===== config.mk =====
export PLATFORM = sky130hd
export DESIGN_NAME = exec_core
export DESIGN_NICKNAME = d
export VERILOG_FILES = /design/src/design/structures.sv /design/src/design/instr_decoder.sv /design/src/design/reg_file.sv /design/src/design/alu.sv /design/src/design/branch.sv /design/src/design/exec_core.sv
export SDC_FILE = /design/constraint.sdc
export NUM_CORES = 2
export LEC_CHECK = 0
export BUFFER_PORTS_ARGS = -buffer_cell sky130_fd_sc_hd__clkbuf_2
export CAP_MARGIN = 20
export CORE_MARGIN = 8
export CORE_UTILIZATION = 55
export CTS_CLUSTER_SIZE = 28
export DETAILED_ROUTE_END_ITERATION = 8
export PLACE_DENSITY_LB_ADDON = 0.25
export SLEW_MARGIN = 20
export SYNTH_ARGS = -nofsm -noshare
export SYNTH_HDL_FRONTEND = slang
export SYNTH_HIERARCHICAL = 1
export SYNTH_SLANG_ARGS = --single-unit

===== constraint.sdc =====
create_clock -name clk -period 6.9 [get_ports clk]
set_input_delay 0 -clock clk [delete_from_list [all_inputs] [get_ports clk]]
set_output_delay 0 -clock clk [all_outputs]
set_load 0.03 [all_outputs]

===== src/design/structures.sv =====
package structures;

    // ------------------------------------------------------------------------
    // Widths and constants
    // ------------------------------------------------------------------------
    localparam int XLEN     = 32;
    localparam int NUM_REGS = 32;

    typedef logic [XLEN-1:0] word_t;
    typedef logic [4:0]      reg_idx_t;

    localparam word_t RESET_PC = '0;

    // Major opcodes of the supported subset.
    localparam logic [6:0] OP_LUI    = 7'b0110111;
    localparam logic [6:0] OP_AUIPC  = 7'b0010111;
    localparam logic [6:0] OP_JAL    = 7'b1101111;
    localparam logic [6:0] OP_JALR   = 7'b1100111;
    localparam logic [6:0] OP_BRANCH = 7'b1100011;
    localparam logic [6:0] OP_IMM    = 7'b0010011;
    localparam logic [6:0] OP_REG    = 7'b0110011;

    localparam logic [6:0] F7_BASE = 7'b0000000;
    localparam logic [6:0] F7_ALT  = 7'b0100000; // SUB and SRA/SRAI.

    // ------------------------------------------------------------------------
    // Instruction names and bundles
    // ------------------------------------------------------------------------
    typedef enum logic [4:0] {
        ILLEGAL,
        LUI, AUIPC,
        JAL, JALR,
        BEQ, BNE, BLT, BGE, BLTU, BGEU,
        ADDI, SLTI, SLTIU, XORI, ORI, ANDI, SLLI, SRLI, SRAI,
        ADD, SUB, SLL, SLT, SLTU, XOR, SRL, SRA, OR, AND
    } instr_name_t;

    typedef struct packed {
        instr_name_t instr_name;
        word_t       immediate;  // Sign-extended.
        reg_idx_t    rs1;
        reg_idx_t    rs2;
        reg_idx_t    rd;         // Zero when nothing is written.
    } decoded_t;

    typedef struct packed {
        instr_name_t instr_name;
        word_t       address;
        word_t       immediate;
        word_t       data_1;
        word_t       data_2;
        reg_idx_t    rd;
    } feed_t;

    typedef struct packed {
        reg_idx_t rd;
        word_t    data;
    } retire_t;

endpackage


===== src/design/instr_decoder.sv =====
`timescale 1ns/1ps

module instr_decoder import structures::*; (
    input  word_t    instr,
    output decoded_t decoded
);

    logic [6:0]  opcode;
    logic [2:0]  funct3;
    logic [6:0]  funct7;
    word_t       imm_i;
    word_t       imm_b;
    word_t       imm_u;
    word_t       imm_j;
    word_t       imm_sel;
    instr_name_t name;
    logic        writes_rd;

    assign opcode = instr[6:0];
    assign funct3 = instr[14:12];
    assign funct7 = instr[31:25];

    // ------------------------------------------------------------------------
    // Immediate formats
    // ------------------------------------------------------------------------
    assign imm_i = {{20{instr[31]}}, instr[31:20]};
    assign imm_b = {{19{instr[31]}}, instr[31], instr[7], instr[30:25], instr[11:8], 1'b0};
    assign imm_u = {instr[31:12], 12'b0};
    assign imm_j = {{11{instr[31]}}, instr[31], instr[19:12], instr[20], instr[30:21], 1'b0};

    always_comb begin
        case (opcode)
            OP_LUI, OP_AUIPC: imm_sel = imm_u;
            OP_JAL:           imm_sel = imm_j;
            OP_BRANCH:        imm_sel = imm_b;
            default:          imm_sel = imm_i; // JALR and OP-IMM.
        endcase
    end

    // ------------------------------------------------------------------------
    // Instruction name
    // ------------------------------------------------------------------------
    always_comb begin
        name = ILLEGAL;
        case (opcode)
            OP_LUI:   name = LUI;
            OP_AUIPC: name = AUIPC;
            OP_JAL:   name = JAL;
            OP_JALR:  name = (funct3 == 3'b000) ? JALR : ILLEGAL;
            OP_BRANCH: begin
                case (funct3)
                    3'b000:  name = BEQ;
                    3'b001:  name = BNE;
                    3'b100:  name = BLT;
                    3'b101:  name = BGE;
                    3'b110:  name = BLTU;
                    3'b111:  name = BGEU;
                    default: name = ILLEGAL;
                endcase
            end
            OP_IMM: begin
                case (funct3)
                    3'b000: name = ADDI;
                    3'b010: name = SLTI;
                    3'b011: name = SLTIU;
                    3'b100: name = XORI;
                    3'b110: name = ORI;
                    3'b111: name = ANDI;
                    3'b001: name = (funct7 == F7_BASE) ? SLLI : ILLEGAL;
                    3'b101: begin
                        if (funct7 == F7_BASE)
                            name = SRLI;
                        else if (funct7 == F7_ALT)
                            name = SRAI;
                    end
                endcase
            end
            OP_REG: begin
                if (funct7 == F7_BASE) begin
                    case (funct3)
                        3'b000: name = ADD;
                        3'b001: name = SLL;
                        3'b010: name = SLT;
                        3'b011: name = SLTU;
                        3'b100: name = XOR;
                        3'b101: name = SRL;
                        3'b110: name = OR;
                        3'b111: name = AND;
                    endcase
                end else if (funct7 == F7_ALT) begin
                    if (funct3 == 3'b000)
                        name = SUB;
                    else if (funct3 == 3'b101)
                        name = SRA;
                end
            end
            default: name = ILLEGAL;
        endcase
    end

    assign writes_rd = !(name inside {ILLEGAL, BEQ, BNE, BLT, BGE, BLTU, BGEU});

    assign decoded.instr_name = name;
    assign decoded.immediate  = imm_sel;
    assign decoded.rs1        = instr[19:15];
    assign decoded.rs2        = instr[24:20];
    assign decoded.rd         = writes_rd ? instr[11:7] : '0;

endmodule


===== src/design/reg_file.sv =====
`timescale 1ns/1ps

module reg_file import structures::*; (
    input  logic     clk,
    input  logic     reset,
    input  reg_idx_t rs1,
    input  reg_idx_t rs2,
    output word_t    data_1,
    output word_t    data_2,
    input  logic     we,
    input  reg_idx_t rd,
    input  word_t    wdata
);

    word_t regs [NUM_REGS];

    always_ff @(posedge clk) begin
        if (reset) begin
            for (int i = 0; i < NUM_REGS; i++) begin
                regs[i] <= '0;
            end
        end else if (we && rd != '0) begin
            regs[rd] <= wdata; // x0 is never written.
        end
    end

    // Combinational reads with x0 forced to zero.
    assign data_1 = (rs1 == '0) ? '0 : regs[rs1];
    assign data_2 = (rs2 == '0) ? '0 : regs[rs2];

endmodule


===== src/design/alu.sv =====
`timescale 1ns/1ps

module alu import structures::*; (
    input  feed_t feed,
    output word_t result
);

    logic       is_imm;
    word_t      op_a;
    word_t      op_b;
    logic [4:0] shamt;

    assign is_imm = feed.instr_name inside {ADDI, SLTI, SLTIU, XORI, ORI, ANDI,
                                            SLLI, SRLI, SRAI};

    assign op_a  = feed.data_1;
    assign op_b  = is_imm ? feed.immediate : feed.data_2;
    assign shamt = op_b[4:0]; // Low five bits only.

    // ------------------------------------------------------------------------
    // Result select
    // ------------------------------------------------------------------------
    always_comb begin
        case (feed.instr_name)
            LUI:         result = feed.immediate;
            AUIPC:       result = feed.address + feed.immediate;
            ADD, ADDI:   result = op_a + op_b;
            SUB:         result = op_a - op_b;
            SLT, SLTI:   result = {{(XLEN-1){1'b0}}, ($signed(op_a) < $signed(op_b))};
            SLTU, SLTIU: result = {{(XLEN-1){1'b0}}, (op_a < op_b)};
            XOR, XORI:   result = op_a ^ op_b;
            OR, ORI:     result = op_a | op_b;
            AND, ANDI:   result = op_a & op_b;
            SLL, SLLI:   result = op_a << shamt;
            SRL, SRLI:   result = op_a >> shamt;
            SRA, SRAI:   result = $signed(op_a) >>> shamt; // Sign fill.
            default:     result = '0; // Jumps, branches, illegal.
        endcase
    end

endmodule


===== src/design/branch.sv =====
`timescale 1ns/1ps

module branch import structures::*; (
    input  feed_t feed,
    output word_t jump_result,
    output word_t store_result
);

    word_t seq_pc;
    word_t target_pc;

    assign seq_pc    = feed.address + XLEN'(4);
    assign target_pc = feed.address + feed.immediate;

    // ------------------------------------------------------------------------
    // Next pc and link
    // ------------------------------------------------------------------------
    always_comb begin
        jump_result  = seq_pc;
        store_result = '0;
        case (feed.instr_name)
            JAL: begin
                jump_result  = target_pc;
                store_result = seq_pc;
            end
            JALR: begin
                // Bit zero of the target is kept as computed.
                jump_result  = feed.data_1 + feed.immediate;
                store_result = seq_pc;
            end
            BEQ: begin
                if (feed.data_1 == feed.data_2)
                    jump_result = target_pc;
            end
            BNE: begin
                if (feed.data_1 != feed.data_2)
                    jump_result = target_pc;
            end
            BLT: begin
                if ($signed(feed.data_1) < $signed(feed.data_2))
                    jump_result = target_pc;
            end
            BGE: begin
                if ($signed(feed.data_1) >= $signed(feed.data_2))
                    jump_result = target_pc;
            end
            BLTU: begin
                if (feed.data_1 < feed.data_2)
                    jump_result = target_pc;
            end
            BGEU: begin
                if (feed.data_1 >= feed.data_2)
                    jump_result = target_pc;
            end
            default: jump_result = seq_pc; // Everything else falls through.
        endcase
    end

endmodule


===== src/design/exec_core.sv =====
`timescale 1ns/1ps

module exec_core import structures::*; (
    input  logic    clk,
    input  logic    reset,
    input  word_t   instr,
    input  logic    instr_valid,
    output word_t   pc,
    output logic    retire_valid,
    output retire_t retire,
    output logic    illegal
);

    decoded_t decoded;
    feed_t    feed;
    word_t    data_1;
    word_t    data_2;
    word_t    alu_result;
    word_t    next_pc;
    word_t    link;
    word_t    wb_data;

    instr_decoder decoder_i (
        .instr   (instr),
        .decoded (decoded)
    );

    reg_file reg_file_i (
        .clk    (clk),
        .reset  (reset),
        .rs1    (decoded.rs1),
        .rs2    (decoded.rs2),
        .data_1 (data_1),
        .data_2 (data_2),
        .we     (instr_valid),  // rd is already zero for non-writers.
        .rd     (feed.rd),
        .wdata  (wb_data)
    );

    assign feed = '{instr_name: decoded.instr_name,
                    address:    pc,
                    immediate:  decoded.immediate,
                    data_1:     data_1,
                    data_2:     data_2,
                    rd:         decoded.rd};

    alu alu_i (
        .feed   (feed),
        .result (alu_result)
    );

    branch branch_i (
        .feed         (feed),
        .jump_result  (next_pc),
        .store_result (link)
    );

    assign wb_data = (feed.instr_name inside {JAL, JALR}) ? link : alu_result;

    // ------------------------------------------------------------------------
    // Program counter and retire
    // ------------------------------------------------------------------------
    always_ff @(posedge clk) begin
        if (reset) begin
            pc           <= RESET_PC;
            retire_valid <= 1'b0;
            illegal      <= 1'b0;
        end else begin
            retire_valid <= instr_valid;
            illegal      <= instr_valid && (feed.instr_name == ILLEGAL);
            if (instr_valid)
                pc <= next_pc;
        end
    end

    always_ff @(posedge clk) begin
        if (instr_valid)
            retire <= '{rd: feed.rd, data: wb_data}; // Qualified by retire_valid.
    end

endmodule


# Yosys cells after proc, flatten, opt, wreduce, memory -nomap -nowiden
# Memories as Yosys holds them, arrays and structs flattened.
# Index checks and enable logic that the tools add are counted.
[classes]
addsub = 5
n_mul = 0
n_div = 0
n_lt_le_gt_ge = 6
n_eq_ne = 46
shift = 3
muxes = 34
bitwise_logic = 3
n_reduce_logical = 23
[ops]
columns = ["operator", "n"]
rows = [
  ["2-to-1 mux 32 bit", 12],
  ["case mux 32 bit (12 select lines)", 1],
  ["case mux 32 bit (8 select lines)", 1],
  ["< comparator 32 bit", 4],
  ["adder 32 bit", 3],
  ["case mux 31 bit (3 select lines)", 1],
  ["== test 5 bit (second input constant)", 14],
  ["greater-or-equal comparator 32 bit", 2],
  ["2-to-1 mux 5 bit", 9],
  ["== test 5 x 4 -> 1 bit (second input constant)", 8],
  ["case mux 5 bit (8 select lines)", 1],
  ["case mux 5 bit (7 select lines)", 1],
  ["adder 32 x 3 -> 32 bit (second input constant)", 1],
  ["AND 32 bit", 1],
  ["== test 32 bit", 1],
  ["!= test 32 bit", 1],
  ["bitwise OR 32 bit", 1],
  ["OR reduction 32 bit", 1],
  ["left shift 32 x 5 -> 32 bit", 1],
  [">> shifter 32 x 5 -> 32 bit", 1],
  [">>> shifter 32 x 5 -> 32 bit", 1],
  ["subtractor 32 bit", 1],
  ["XOR 32 bit", 1],
  ["case mux 4 bit (6 select lines)", 1],
  ["20 further kinds", 51],
]
[word_totals]
ff_bits = 71
latchBits = 0
ram_bits = 1024
mem_bits_ro = 32
input_bits = 35
output_inout_bits = 71
elab_cells = 127
n_memories = 2
[memory_table]
columns = ["memory", "words", "width", "read_ports", "rd_ports_with_merged_regs", "write_ports", "line", "text"]
rows = [
  ["reg_file_i.regs", 32, 32, 2, 0, 32, "reg_file.sv:15", "word_t regs [NUM_REGS];"],
  ["(no name shown)", 8, 4, 1, 0, 0, "instr_decoder.sv:80", "case (funct3)"],
]

# Logic depth before layout (Yosys ltp)
[logic_depth]
ltp_word = 16
mapped_depth = 33
mapped_depth_nobuf = 25

# By module
# The synthesis kept the hierarchy.
[by_module_without_submodules]
columns = ["module", "n_inst", "cells_each", "area_per_inst_um2", "seq_area_each_um2"]
rows = [
  ["reg_file", 1, 3502, 54253.3, 30749.5],
  ["alu", 1, 1704, 11139.4, 0.0],
  ["branch", 1, 917, 6173.4, 0.0],
  ["exec_core", 1, 305, 3674.8, 1791.7],
  ["instr_decoder", 1, 164, 1104.8, 0.0],
]

# Worst setup path after synthesis
# Ideal clock, no wire load.
[synth_path]
path_type = "input-to-reg"
startpoint = "input port instr[13]"
endpoint = "memory reg_file_i/regs[10][30] in the netlist's numbering (data pin)"
setup_ns = 0.255
arrival_time_ns = 6.293
t_required_ns = 6.645
setup_slack_ns = 0.353
stages = 31
n_path_buf = 6
cell_sequence = "buf_2 -> inv_1 -> ha_1 -> nor4b_1 -> nor3_2 -> o21ai_1 -> nand3_1 -> o21ai_1 -> buf_2 -> and2b_1 -> nand2_1 -> a31o_2 -> buf_2 -> clkbuf_1 -> clkbuf_1 -> ha_1 -> fa_1 -> a211oi_1 -> o21ai_1 -> a41oi_1 -> nor3_1 -> nor3_2 -> a211oi_1 -> nor4_1 -> a311oi_1 -> a211o_1 -> or3_1 -> o32ai_1 -> a221oi_2 -> clkbuf_1 -> and2_1"
[synth_lines]
columns = ["element", "line", "text"]
rows = [
  ["from (decl)", "exec_core.sv:6", "input word_t instr,"],
  ["to (decl)", "reg_file.sv:15", ""],
]

==> impl_metrics.py <==
metrics = {
    "run_status": {
        "status": "completed",
    },
    "clock_network": {
        "cts.sinks": 1095,
        "clkSlewWorstSetupHoldPaths_ns": 0.06,
        "worstSkewPairLatency_ns": 0.77,
        "cts_htree_levels": 3,
        "cts_resized": 0,
        "cts_tree": "built",
        "root_buffer": "clkbuf_16",
        "numCtsBuffers": 113,
        "cts.path.max_buffers": 3,
        "post-cts-setup-buffer-count": 0,
        "postCtsHoldBufs": 6,
    },
    "worst_setup_path": {
        "crit_slowest_cell": "a2111oi_0",
        "r2r-start": "reg_file_i/regs[11][0]",
        "timing.rr.end": "reg_file_i/regs[2][24]",
        "critPathMaxFanout": 32,
        "reg2reg_depth": 27,
        "critPathBufInv": 7,
        "critPathLaunchType": "flop",
        "r2r_slack_ns": 0.13,
        "cp.required_ns": 7.48,
        "path_delay_family": "compound AO/OA/AOI/OAI gates",
        "max_stage_delay_ns": 0.59,
        "criticalPathCategory": "reg -> reg",
        "crit_path_end_kind": "flop",
        "worst_ep_arrival_time_ns": 7.36,
        "path_common_cell": "buf_4",
    },
    "timing": {
        "post-route-period-util_pct": 98.2,
        "fmax_mhz": 148,
        "hold_viol": 0,
        "setup_viol": 0,
        "relSlewSlack_pct": 18.6,
        "clock_skew_ns": 0.0612,
        "tightest_slew_ns": 1.22,
        "slew_violations": 0,
        "period_minus_slack_ns": 6.77,
        "whs_ns": 0.0747,
        "rsz0062_at_grt": "false",
    },
    "place": {
        "hpwl_um": 232000,
        "numPortBuffers": 105,
        "dp.cells": 8614,
        "place.gp.congestion": 1.13,
    },
    "global_routing": {
        "grt_max_degree": 60,
        "grt_pass1_wl_um": 459000,
        "antenna_found_initial": 23,
        "grt_util_all_layers_pct": 41.8,
        "grt_pass1_vias": 62100,
        "grt_remaining_overflow": 0,
    },
    "worst_hold_path": {
        "whs_path_depth": 5,
        "holdCritPathClass": "in -> reg",
        "whs_endpoint": "illegal",
        "hp-start": "instr[3]",
    },
    "power_and_ir_drop": {
        "pwr-share-comb_pct": 30.0,
        "ir_worst_vdd_mv": 0.207,
        "p_seq_share_pct": 38.6,
        "p_per_area_nw_per_um2": 229,
        "p_switching_mw": 6.68,
        "internal_power_mw": 13.3,
        "p_sw_share_pct": 33.5,
        "cellLeakagePower_nw": 33.6,
        "pwr-share-clk_pct": 31.4,
    },
    "final_layout": {
        "fin_cells": 8846,
        "drive_above_1_share_pct": 24.7,
        "final_util_pct": 63.4,
        "syn2layout_area_growth_pct": 14.3,
        "finalNetCount": 7205,
    },
    "die": {
        "start_util_pct": 55.5,
        "io_pins": 106,
        "num_rows": 136,
        "dieHeight_um": 389,
        "dieWidth_um": 389,
        "dieArea_um2": 151000,
        "core_um2": 138000,
    },
    "synth": {
        "synth.area.top_cells": "edfxtp_1, mux4_2, and2_1, ha_1, mux2i_1",
        "synth_top_area_share_pct": 41.7,
        "ys.flop_type": "edfxtp_1",
        "synth_warnings": 6,
        "yosysMostFrequentCell": "edfxtp_1",
        "ys_seq_area_share_pct": 42.6,
        "synthCells": 6592,
        "synth_edf_count": 1061,
        "ys_async_sr_fraction_pct": 0,
        "avgSynthCellArea_um2": 11.6,
        "netlist_top_cells_count": "edfxtp_1, and2_1, mux4_2",
        "syn_area_um2": 76300,
        "ys_seq_elements": 1095,
        "synth.distinct_cells": 121,
        "yosysTopAreaCell": "edfxtp_1",
    },
    "drt": {
        "vias": 65200,
        "dr.pass1.iters": 7,
        "drtIter0Drc": 11100,
        "drt-wirelength-per-cell_um": 37.1,
        "postRouteAntennaNets": 0,
        "drt-total-wl_um": 328000,
        "vias_per_cell": 7.37,
        "drc": 0,
    },
    "job": {
        "drv_cap": 0,
    },
}
-- layer usage --
metal | wire [um] | vias to the layer above | GRT usage (%)
li1 | - | 26000 | -
met1 | 116000 | 32000 | 54.8
met2 | 132000 | 6035 | 58.0
met3 | 56800 | 1134 | 18.3
met4 | 23200 | 4 | 22.7
met5 | 146 | - | 0
-- state kept, by name (all words and copies together) (netlist names) --
register,cells
illegal,1
pc,32
reg_file_i/regs,1024
retire,37
retire_valid,1
-- cell type report --
cell class,instances,area [um^2]
inverters,195,734
clock buffers,136,2940
well taps,1794,2240
repair buffers,800,6830
diodes,14,35.0
clock inverters,75,801
fillers,10600,50400
flip-flops and latches,1095,32500
multi-input cells,4737,41100
-- power by group through the flow --
stage                     Sequential, mW  Combinational, mW  Clock, mW
after detailed placement            7.83               5.67          0
after global placement              7.81               5.64          0
final                               7.70               5.98       6.26
after CTS                           7.69               5.70       6.27
after floorplan                     7.82               3.02          0
after global routing                7.72               6.12       6.51
-- per-stage QoR --
| step | TNS, ns | setup slack [ns] | instance area, um^2 | power [mW] |
|---|---|---|---|---|
| 2_1_floorplan | 0 | 0.353 | 76500 | 10.8 |
| 3_3_place_gp | 0 | 0.00507 | 83400 | 13.4 |
| 3_5_place_dp | -0.00393 | -0.00221 | 83400 | 13.5 |
| 4_1_cts | 0 | 0.354 | 87200 | 19.7 |
| 5_1_grt | 0 | 0.0315 | 87200 | 20.4 |
| 6_report | 0 | 0.126 | 87200 | 19.9 |
-- tightest hold or removal path: cells and delay by family --
kind | cells | cell delay [ns]
buf+inv | 1 | 0.19
simple gates | 4 | 0.55
-- cells by family (layout without fill, tap and decap cells) --
logic type / Yosys count / after routing / synth area share [%]
compound gates: 1427 / 1427 / 13.3
xor+xnor: 126 / 126 / 1.45
fa+ha+maj: 228 / 228 / 3.78
buf+inv: 791 / 1206 / 4.62
flops: 1095 / 1095 / 42.6
mux: 816 / 816 / 18.6
other cells: 1 / 46 / 0.00491
simple gates: 2108 / 2108 / 15.7
-- how the worst max path moves through the flow --
stage                                start                       to  slack (ns)  cells after the start
floorplan                        instr[13]  reg_file_i/regs[10][30]        0.35                     31
global placement                 instr[20]                    pc[0]       0.005                     26
detailed placement               instr[12]  reg_file_i/regs[22][31]      -0.002                     32
CTS                 reg_file_i/regs[11][0]  reg_file_i/regs[14][30]        0.35                     26
global route        reg_file_i/regs[11][0]   reg_file_i/regs[8][30]        0.03                     26
finish              reg_file_i/regs[11][0]   reg_file_i/regs[2][24]        0.13                     27
-- layout by cell type, fill, tap and decap left out, types with 56 or more instances in the layout --
cell       netlist  layout
buf_4           53     609
a22o_1          56      56
mux2_2          86      86
a21o_1          79      79
clkbuf_16        0     114
edfxtp_1      1061    1061
a21oi_1        291     290
o22ai_1        132     132
buf_12           0      82
nand2_1        244     244
clkbuf_2         1      98
o21ai_0        197     197
nand3_1         93      93
ha_1           224     224
nor3_1         117     111
mux2i_1        254     254
xnor2_1         71      71
o211ai_1        67      67
nor2_1         300     268
inv_1          189     188
mux4_2         473     473
and2_1        1006    1003
No activity file was read; power rests on OpenSTA's default activity.
